==> config.mk <==
export PLATFORM = sky130hd
export DESIGN_NAME = blockGame
export DESIGN_NICKNAME = d
export VERILOG_FILES = /design/src/verilog/blocks_pkg.sv /design/src/verilog/blockGame.sv /design/src/verilog/boardEngine.sv /design/src/verilog/cellColorizer.sv /design/src/verilog/dropTicker.sv /design/src/verilog/pieceFetcher.sv /design/src/verilog/shapeRom.sv
export VERILOG_INCLUDE_DIRS = /design/src /design/src/verilog
export SDC_FILE = /design/constraint.sdc
export NUM_CORES = 2
export LEC_CHECK = 0
export CORE_MARGIN = 2
export CORE_UTILIZATION = 35
export DETAILED_ROUTE_END_ITERATION = 6
export DONT_BUFFER_PORTS = 1
export SLEW_MARGIN = 20
export SYNTH_ARGS = -nofsm -noshare
export SYNTH_HDL_FRONTEND = slang
export SYNTH_HIERARCHICAL = 1
export SYNTH_SLANG_ARGS = --single-unit
==> constraint.sdc <==
create_clock -name clk -period 4.1 [get_ports clk]
set_input_delay 0.205 -clock clk [delete_from_list [all_inputs] [get_ports clk]]
set_output_delay 0.205 -clock clk [all_outputs]
set_load 0.1 [all_outputs]
==> src/verilog/blocks_params.svh <==
`ifndef BLOCKS_PARAMS_SVH
`define BLOCKS_PARAMS_SVH

// playfield size, row 0 at the top and column 0 at the left
`define BOARD_ROWS 12
`define BOARD_COLS 10

// cycles between drop ticks
`define DROP_PERIOD 8

// leftmost column of the 4-wide spawn window
`define SPAWN_COL 3

`endif

==> src/verilog/blocks_pkg.sv <==
`default_nettype none

`include "blocks_params.svh"

package blocks_pkg;

    // 0 is empty, 1 to 7 give the piece type
    typedef logic [3:0] cellCode;

    // bit 3 is the leftmost column of the window
    typedef logic [3:0] shapeRow;

    typedef cellCode [0:`BOARD_COLS-1] boardRow;

    // RGB332
    typedef logic [7:0] pixelColor;

    typedef pixelColor [0:`BOARD_COLS-1] colorRow;

    typedef enum logic [1:0] {
        idle,
        readRows,
        place,
        acked
    } fetchState;

    // black, T, O, J, L, Z, S, I, spare gray
    localparam pixelColor pieceColors [0:8] = '{
        8'h00, 8'hA2, 8'hFC, 8'h03, 8'hF0, 8'hE0, 8'h1C, 8'h1F, 8'h92
    };

endpackage

`default_nettype wire

==> src/verilog/blockGame.sv <==
`timescale 1ns/100ps
`default_nettype none

`include "blocks_params.svh"

module blockGame (
    input  logic                clk,
    input  logic                arstN,
    input  logic                left,
    input  logic                right,
    input  logic                spawnReq,
    output logic                spawnAck,
    output logic                pieceLocked,
    output blocks_pkg::colorRow colorValues [0:`BOARD_ROWS-1]
);

    logic [4:0]                romAddr;
    blocks_pkg::shapeRow       romData;
    logic                      dropTick;
    logic                      placeStrobe;
    blocks_pkg::cellCode       placeType;
    blocks_pkg::shapeRow [0:3] placeShape;
    blocks_pkg::boardRow       fullBoard [0:`BOARD_ROWS-1];

    shapeRom rom (
        .clk     (clk),
        .romAddr (romAddr),
        .romData (romData)
    );

    dropTicker ticker (
        .clk      (clk),
        .arstN    (arstN),
        .dropTick (dropTick)
    );

    pieceFetcher fetcher (
        .clk         (clk),
        .arstN       (arstN),
        .spawnReq    (spawnReq),
        .spawnAck    (spawnAck),
        .romAddr     (romAddr),
        .romData     (romData),
        .placeStrobe (placeStrobe),
        .placeType   (placeType),
        .placeShape  (placeShape)
    );

    boardEngine engine (
        .clk         (clk),
        .arstN       (arstN),
        .left        (left),
        .right       (right),
        .dropTick    (dropTick),
        .placeStrobe (placeStrobe),
        .placeType   (placeType),
        .placeShape  (placeShape),
        .pieceLocked (pieceLocked),
        .fullBoard   (fullBoard)
    );

    cellColorizer colorizer (
        .fullBoard   (fullBoard),
        .colorValues (colorValues)
    );

endmodule

`default_nettype wire

==> src/verilog/boardEngine.sv <==
`timescale 1ns/100ps
`default_nettype none

`include "blocks_params.svh"

module boardEngine (
    input  logic                      clk,
    input  logic                      arstN,
    input  logic                      left,
    input  logic                      right,
    input  logic                      dropTick,
    input  logic                      placeStrobe,
    input  blocks_pkg::cellCode       placeType,
    input  blocks_pkg::shapeRow [0:3] placeShape,
    output logic                      pieceLocked,
    output blocks_pkg::boardRow       fullBoard [0:`BOARD_ROWS-1]
);

    typedef logic [0:`BOARD_COLS-1] occRow;

    occRow               movOcc    [0:`BOARD_ROWS-1];
    occRow               stackOcc  [0:`BOARD_ROWS-1];
    blocks_pkg::boardRow stackCode [0:`BOARD_ROWS-1];
    blocks_pkg::cellCode movType;

    occRow shifted [0:`BOARD_ROWS-1];
    occRow landed  [0:`BOARD_ROWS-1];

    logic leftQ;
    logic rightQ;
    logic leftLatch;
    logic rightLatch;
    logic moveLeft;
    logic moveRight;
    logic shiftOk;
    logic lockNow;
    logic tickNow;

    // a placement swallows a tick in the same cycle
    assign tickNow   = dropTick & ~placeStrobe;
    assign moveLeft  = leftLatch & ~rightLatch;
    assign moveRight = rightLatch & ~leftLatch;

    always_comb begin
        shiftOk = moveLeft | moveRight;
        for (int r = 0; r < `BOARD_ROWS; r++) begin
            if (moveLeft) begin
                shifted[r] = movOcc[r] << 1;
                if (movOcc[r][0]) begin
                    shiftOk = 1'b0;
                end
            end else begin
                shifted[r] = movOcc[r] >> 1;
                if (movOcc[r][`BOARD_COLS-1]) begin
                    shiftOk = 1'b0;
                end
            end
            if (|(shifted[r] & stackOcc[r])) begin
                shiftOk = 1'b0;
            end
        end

        // collisions are judged after the sideways move
        for (int r = 0; r < `BOARD_ROWS; r++) begin
            landed[r] = shiftOk ? shifted[r] : movOcc[r];
        end
        lockNow = |landed[`BOARD_ROWS-1];
        for (int r = 0; r < `BOARD_ROWS - 1; r++) begin
            if (|(landed[r] & stackOcc[r+1])) begin
                lockNow = 1'b1;
            end
        end
    end

    always_ff @(posedge clk or negedge arstN) begin
        if (!arstN) begin
            leftQ       <= 1'b0;
            rightQ      <= 1'b0;
            leftLatch   <= 1'b0;
            rightLatch  <= 1'b0;
            pieceLocked <= 1'b0;
            for (int r = 0; r < `BOARD_ROWS; r++) begin
                movOcc[r]   <= '0;
                stackOcc[r] <= '0;
            end
        end else begin
            leftQ       <= left;
            rightQ      <= right;
            pieceLocked <= tickNow & lockNow;

            // a fresh edge survives the tick that clears the latches
            if (tickNow) begin
                leftLatch  <= 1'b0;
                rightLatch <= 1'b0;
            end
            if (left && !leftQ) begin
                leftLatch <= 1'b1;
            end
            if (right && !rightQ) begin
                rightLatch <= 1'b1;
            end

            if (placeStrobe) begin
                for (int r = 0; r < `BOARD_ROWS; r++) begin
                    movOcc[r] <= '0;
                end
                for (int i = 0; i < 4; i++) begin
                    movOcc[i][`SPAWN_COL +: 4] <= placeShape[i];
                end
            end else if (tickNow) begin
                if (lockNow) begin
                    for (int r = 0; r < `BOARD_ROWS; r++) begin
                        stackOcc[r] <= stackOcc[r] | landed[r];
                        movOcc[r]   <= '0;
                    end
                end else begin
                    movOcc[0] <= '0;
                    for (int r = 1; r < `BOARD_ROWS; r++) begin
                        movOcc[r] <= landed[r-1];
                    end
                end
            end
        end
    end

    // codes only count where the matching occupancy bit is set
    always_ff @(posedge clk) begin
        if (placeStrobe) begin
            movType <= placeType;
        end else if (tickNow && lockNow) begin
            for (int r = 0; r < `BOARD_ROWS; r++) begin
                for (int c = 0; c < `BOARD_COLS; c++) begin
                    if (landed[r][c]) begin
                        stackCode[r][c] <= movType;
                    end
                end
            end
        end
    end

    always_comb begin
        for (int r = 0; r < `BOARD_ROWS; r++) begin
            for (int c = 0; c < `BOARD_COLS; c++) begin
                fullBoard[r][c] = (movOcc[r][c] ? movType : 4'd0)
                                | (stackOcc[r][c] ? stackCode[r][c] : 4'd0);
            end
        end
    end

endmodule

`default_nettype wire

==> src/verilog/cellColorizer.sv <==
`timescale 1ns/100ps
`default_nettype none

`include "blocks_params.svh"

module cellColorizer (
    input  blocks_pkg::boardRow fullBoard   [0:`BOARD_ROWS-1],
    output blocks_pkg::colorRow colorValues [0:`BOARD_ROWS-1]
);

    always_comb begin
        for (int r = 0; r < `BOARD_ROWS; r++) begin
            for (int c = 0; c < `BOARD_COLS; c++) begin
                // codes past the table show as black
                if (fullBoard[r][c] <= 4'd8) begin
                    colorValues[r][c] = blocks_pkg::pieceColors[fullBoard[r][c]];
                end else begin
                    colorValues[r][c] = blocks_pkg::pieceColors[0];
                end
            end
        end
    end

endmodule

`default_nettype wire

==> src/verilog/dropTicker.sv <==
`timescale 1ns/100ps
`default_nettype none

`include "blocks_params.svh"

module dropTicker (
    input  logic clk,
    input  logic arstN,
    output logic dropTick
);

    localparam int countWidth = $clog2(`DROP_PERIOD);
    localparam logic [countWidth-1:0] lastCount = countWidth'(`DROP_PERIOD - 1);

    logic [countWidth-1:0] count;

    always_ff @(posedge clk or negedge arstN) begin
        if (!arstN) begin
            count <= '0;
            dropTick <= 1'b0;
        end else begin
            // pulse on the wrap, free running
            dropTick <= (count == lastCount);
            if (count == lastCount) begin
                count <= '0;
            end else begin
                count <= count + 1'b1;
            end
        end
    end

endmodule

`default_nettype wire

==> src/verilog/pieceFetcher.sv <==
`timescale 1ns/100ps
`default_nettype none

module pieceFetcher (
    input  logic                     clk,
    input  logic                     arstN,
    input  logic                     spawnReq,
    output logic                     spawnAck,
    output logic [4:0]               romAddr,
    input  blocks_pkg::shapeRow      romData,
    output logic                     placeStrobe,
    output blocks_pkg::cellCode      placeType,
    output blocks_pkg::shapeRow [0:3] placeShape
);

    blocks_pkg::fetchState state;
    logic [1:0]            rowIdx;
    blocks_pkg::cellCode   nextType;

    assign romAddr   = {nextType[2:0], rowIdx};
    assign placeType = nextType;

    always_ff @(posedge clk or negedge arstN) begin
        if (!arstN) begin
            state       <= blocks_pkg::idle;
            rowIdx      <= 2'd0;
            spawnAck    <= 1'b0;
            placeStrobe <= 1'b0;
            nextType    <= 4'd1;
        end else begin
            placeStrobe <= 1'b0;
            case (state)
                blocks_pkg::idle: begin
                    if (spawnReq) begin
                        state  <= blocks_pkg::readRows;
                        rowIdx <= 2'd0;
                    end
                end
                blocks_pkg::readRows: begin
                    rowIdx <= rowIdx + 2'd1;
                    if (rowIdx == 2'd3) begin
                        state <= blocks_pkg::place;
                    end
                end
                blocks_pkg::place: begin
                    placeStrobe <= 1'b1;
                    state       <= blocks_pkg::acked;
                end
                blocks_pkg::acked: begin
                    // piece lands with the strobe, so ack follows it
                    if (placeStrobe) begin
                        spawnAck <= 1'b1;
                        nextType <= (nextType == 4'd7) ? 4'd1 : nextType + 4'd1;
                    end else if (!spawnReq) begin
                        spawnAck <= 1'b0;
                        state    <= blocks_pkg::idle;
                    end
                end
                default: state <= blocks_pkg::idle;
            endcase
        end
    end

    // rom data trails its address by one cycle
    always_ff @(posedge clk) begin
        if (state == blocks_pkg::readRows && rowIdx != 2'd0) begin
            placeShape[rowIdx - 2'd1] <= romData;
        end else if (state == blocks_pkg::place) begin
            placeShape[3] <= romData;
        end
    end

endmodule

`default_nettype wire

==> src/verilog/shapeRom.sv <==
`timescale 1ns/100ps
`default_nettype none

module shapeRom (
    input  logic                clk,
    input  logic [4:0]          romAddr,
    output blocks_pkg::shapeRow romData
);

    // address is {type, row}, rows not listed are empty
    always_ff @(posedge clk) begin
        case (romAddr)
            // T
            5'b001_00: romData <= 4'b1110;
            5'b001_01: romData <= 4'b0100;
            // O
            5'b010_00: romData <= 4'b0110;
            5'b010_01: romData <= 4'b0110;
            // J
            5'b011_00: romData <= 4'b1000;
            5'b011_01: romData <= 4'b1110;
            // L
            5'b100_00: romData <= 4'b0010;
            5'b100_01: romData <= 4'b1110;
            // Z
            5'b101_00: romData <= 4'b1100;
            5'b101_01: romData <= 4'b0110;
            // S
            5'b110_00: romData <= 4'b0110;
            5'b110_01: romData <= 4'b1100;
            // I lies flat in the top row
            5'b111_00: romData <= 4'b1111;
            default:   romData <= 4'b0000;
        endcase
    end

endmodule

`default_nettype wire
# Yosys cells after proc, flatten, opt, wreduce, memory -nomap -nowiden
# Memories as Yosys holds them, arrays and structs flattened. A register that Yosys moved wholly into a read port is not among the register bits.
# Cells that the tools add are included.
# word_totals
regBits,279
ramBits,480
mem_bits_ro,15488
inputBits,5
out_inout_bits,962
word_cells,1933
n_memories,122
# memory_table
name,depth,width,rd,rd_clocked_by_memory_dff,wr,line_no,rtl
engine.stackCode,12,40,12,0,12,boardEngine.sv:23,blocks_pkg::boardRow stackCode [0:`BOARD_ROWS-1];
(no name shown),16,8,1,0,0,cellColorizer.sv:16,colorValues[r][c] = blocks_pkg::pieceColors[fullBoard[r][c]];
(no name shown),16,8,1,0,0,cellColorizer.sv:16,
(no name shown),16,8,1,0,0,cellColorizer.sv:16,
(no name shown),16,8,1,0,0,cellColorizer.sv:16,
(no name shown),16,8,1,0,0,cellColorizer.sv:16,
+116 memories,--,--,--,--,--,--,
# op_classes
add_sub_neg,4
magnitude_cmp,242
n_eq_ne,11
muxes,1186
n_bitwise,284
n_reduce_logical,43
# ops
operator,n
$mux 8,360
$mux 4,244
$ge 5x5->1 const B,120
$not 4->5,120
$mux 1,545
$le 4x4->1 const B,120
$or 4x4->4,120
$mux 10,24
$mux 120,2
$reduce_or 10->1,24
$and 10x10->10,23
$or 10x10->10,12
$mux 110,1
$bwmux 16,1
$reduce_bool 2->1,6
$mux 2,5
$demux 4 s2,1
$pmux 2 s4,1
$eq 2x2->1 const B,3
$ne 2x2->1 const B,3
$reduce_and 2->1,3
$logic_and 1x1->1,5
$add 4x1->4 const B,1
$and 1x1->1,4
18 further kinds,22

# Depth between registers and ports, before layout
# logic_depth
ltp_word,57
mapped_depth,22
mapped_depth_nobuf,13

# Cells and area by module
# Netlist, hierarchy kept.
# by_module_without_submodules
mod,n_inst,cells_each,area_each_um2,seq_area_each_um2
boardEngine,1,2545,32311.0,19493.7
cellColorizer,1,2950,20876.3,0.0
pieceFetcher,1,80,1143.6,732.0
shapeRom,1,19,191.4,80.1
dropTicker,1,8,135.1,100.1

# Worst setup path after synthesis
# No wires, ideal clock.
# synth_path
path_type,reg2out
start,reg engine.movType[1]
end,out colorValues[65] (netlist name)
arrival_ps,5512
required_time_ps,3895
path_slack_ps,-1617
stages_incl_launch_ff,9
path_buffers,3
cell_sequence,edfxtp_1 > clkbuf_1 > clkbuf_1 > buf_1 > a22o_1 > ha_1 > nor2b_1 > nand2_1 > o21ai_0
# synth_rtl
item,line_no,rtl
start: declaration,boardEngine.sv:24,blocks_pkg::cellCode movType;
start signal: assignment,boardEngine.sv:129,movType <= placeType;
end: declaration,blockGame.sv:14,output blocks_pkg::colorRow colorValues [0:`BOARD_ROWS-1]

==> results.json <==
{
  "finalSetupViolations": 625,
  "finalNonFillerCells": 8514,
  "track_usage_pct": 26.83,
  "syn_area_per_cell_um2": 9.757,
  "antenna_found_initial": 9,
  "finalCritPeriodShare_pct": 116.3,
  "crit_path_frequent_cell": "buf_4",
  "p_leak_nw": 29.17,
  "synth_seq_cells": 721,
  "synthesis.area_mm2": 0.05466,
  "power_density_mw_per_mm2": 636.8,
  "critical-path-slowest-cell": "o21ai_0",
  "critPathArrivalTime_ps": 5170,
  "cts_tree": "yes",
  "rows": 145,
  "ys_types": 69,
  "grt_pass1_wl_um": 317300,
  "dr.pass1.iters": 6,
  "slew_violations": 0,
  "synth-main-ff-cell": "edfxtp_1",
  "chipHeight_um": 399.2,
  "ir_drop_uv": 1689,
  "cts-root-buf": "clkbuf_16",
  "period_minus_slack_ps": 4766,
  "violations": "hold timing, setup timing",
  "hold_viol_final": 241,
  "worstSetupEndpointType": "flop",
  "drc_errors": 0,
  "clkSlewWorstSetupHoldPaths_ps": 60,
  "start_kind": "flop",
  "synth-async-reset-ratio_pct": 33.43,
  "rsz0062_at_grt": "true",
  "post-route-util_pct": 47.85,
  "status": "finished with violations",
  "maxCapViolCount": 0,
  "drive_above_1_share_pct": 39.91,
  "cts_made_buffers": 80,
  "critPathMaxFanout": 19,
  "reg2regPathDepth": 19,
  "synth.top_cell.area_share_pct": 26.15,
  "worstMarginPinSlew_ps": 1195,
  "synth_most_common_cell": "a22o_1",
  "drt_iter0_markers": 3802,
  "insertion_delay_ps": 680,
  "timing.rr.start": "engine/leftLatch",
  "fp.dieW_um": 399.2,
  "final_nets": 6887,
  "crit_type": "flop to flop",
  "wire_per_inst_um": 26.41,
  "grt_max_degree": 242,
  "core_mm2": 0.1557,
  "max_freq_mhz": 209.8,
  "grt_pass1_vias": 45780,
  "rrSetupSlack_ps": -670,
  "via_per_inst": 5.577,
  "cp_cell_sequence": "buf_4 -> ha_4 -> buf_4 -> o21ai_0 -> a221oi_1 -> buf_4 -> and4_1 -> and4_4 -> buf_12 -> buf_6 -> buf_4 -> buf_8 -> a211o_1 -> a22o_1 -> a221oi_2 -> and4_4 -> buf_12 -> buf_12 -> nor2_2",
  "timing.rr.end": "engine/stackCode[0][71]",
  "port_buffers": 0,
  "finClkSkew_ps": 33.30,
  "hold_ws_ps": -728.9,
  "initial_core_util_pct": 35.11,
  "yosys_warnings": 6,
  "ant_nets": 0,
  "drt_wl_total_um": 224800,
  "hp-class": "input pin to asynchronous set/reset pin",
  "timing.final.ws_setup_ps": -666.4,
  "synth_top_area_cell": "edfxtp_1",
  "dp_hpwl_um": 181100,
  "crit_family": "compound AO/OA/AOI/OAI gates",
  "ys_seq_area_share_pct": 37.33,
  "vias": 47482,
  "critPathRequiredTime_ps": 4500,
  "cts.sinks": 721,
  "hold_buffers": 3,
  "io_pins": 967,
  "dpl.cell_count": 8327,
  "area_delta_synth_final_pct": 36.28,
  "slowest_delay_ps": 640,
  "syn_inst": 5602,
  "synth_area_leaders": "edfxtp_1 26%, ha_1 11%, dfrtp_1 11%",
  "synthTopCellsByCount": "512 x a22o_1, 507 x mux2i_1, 495 x ha_1",
  "gp_congestion": 1.067,
  "path_buf_inv": 9,
  "max-slew-margin-rel_pct": 20.36,
  "clockBufferDepth": 3,
  "synth_edf_count": 476,
  "grt.overflow.total": 0,
  "cts_htree_levels": 3,
  "die-area_mm2": 0.1593
}
## what timing repair did
action                                 4_1_cts  5_1_grt
endpoints found under the hold margin      250      241
pin swaps                                   14       48
gates resized for setup                     37       59
gates cloned                                 8        5
setup buffers                               14        7
setup endpoints to repair                  660      655
## layer usage
metal  up-vias  track usage, %  share of wire (%)
met4        10           9.083                3.7
li1      21597               -                  -
met2      1825           46.27                 49
met3       370           4.288                6.8
met1     23680           33.97                 41
met5         -               0              0.025
## cell usage in the layout, fill, tap and decap left out, types with 44 or more instances in the layout
cell       instances
nand2_1          358
nor3_4            48
o21bai_1          55
a21oi_2          113
edfxtp_1         476
nor2_1           133
a22o_1           511
clkbuf_16         85
nor2b_4           91
inv_1            336
a22oi_1           73
mux2i_1          506
a21oi_4           77
buf_12            77
ha_1             493
mux2_2            79
o21ai_0           64
o31ai_1           44
nand2b_1         249
o21ai_2          106
nor2_4            71
buf_4           1285
dfrtp_1          239
nor2_2            94
o22ai_2          189
## cell type report
class / count / area, um2
clock inverters: 42 / 548.0
well taps: 2058 / 2575
flip-flops and latches: 721 / 20410
inverters: 337 / 1265
fillers: 14122 / 81180
clock buffers: 108 / 2197
repair buffers: 1400 / 11910
diodes: 1 / 2.502
multi-input cells: 3847 / 35590
## state kept, by name, summed over array words and instances (netlist names)
name	flops
engine/stackCode	456
engine/stackOcc	114
engine/movOcc	108
fetcher/placeShape	16
engine/movType	4
fetcher/placeType	4
rom/romData	4
ticker/count	3
fetcher/rowIdx	2
fetcher/state	2
engine/leftLatch	1
engine/leftQ	1
engine/pieceLocked	1
engine/rightLatch	1
engine/rightQ	1
fetcher/placeStrobe	1
fetcher/spawnAck	1
ticker/dropTick	1
## through the flow
step / total power [mW] / hold WS (ps) / worst slack [ps] / setup TNS (ps) / instance area [um2]
global route: 48.91 / -745.9 / -684.7 / -380000 / 74480
CTS: 46.78 / -737.7 / -573.8 / -316090 / 74050
detailed placement: 37.84 / -28.34 / -843.5 / -486010 / 70690
finish: 47.44 / -728.9 / -666.4 / -364800 / 74490
floorplan: 31.04 / -90.59 / -430.1 / -9629 / 60350
global placement: 37.76 / -30.01 / -854.2 / -488540 / 70690
## worst max path at each step
stage | end | cells past startpoint | slack [ps] | from
3_5_place_dp | engine/stackCode[0][70] | 16 | -840 | engine/leftLatch
2_1_floorplan | colorValues[65] | 8 | -430 | engine/movType[1]
3_3_place_gp | engine/stackCode[0][71] | 17 | -850 | engine/rightLatch
6_report | engine/stackCode[0][71] | 19 | -670 | engine/leftLatch
4_1_cts | engine/stackCode[2][43] | 19 | -570 | engine/leftLatch
5_1_grt | engine/stackCode[0][69] | 20 | -680 | engine/rightLatch
## power breakdown
part / internal [mW] / switching [mW] / leakage (nW)
Sequential: 8.81 / 0.661 / 7.61
Clock: 4.39 / 3.12 / 1.33
Combinational: 8.64 / 21.8 / 20.2
Total: 21.8 / 25.6 / 29.2
## cells by family after synthesis
group | after synthesis | share of synthesized area (%)
adder cells (fa/ha/maj) | 495 | 11.33
XOR/XNOR | 2 | 0.03205
flip-flops | 721 | 37.33
other | 1 | 0.006861
multiplexers | 605 | 11.34
buffers and inverters | 1057 | 9.267
AND/OR/NAND/NOR | 1221 | 10.94
AO/OA/AOI/OAI | 1500 | 19.75
Power figures use the tool's default switching activity.
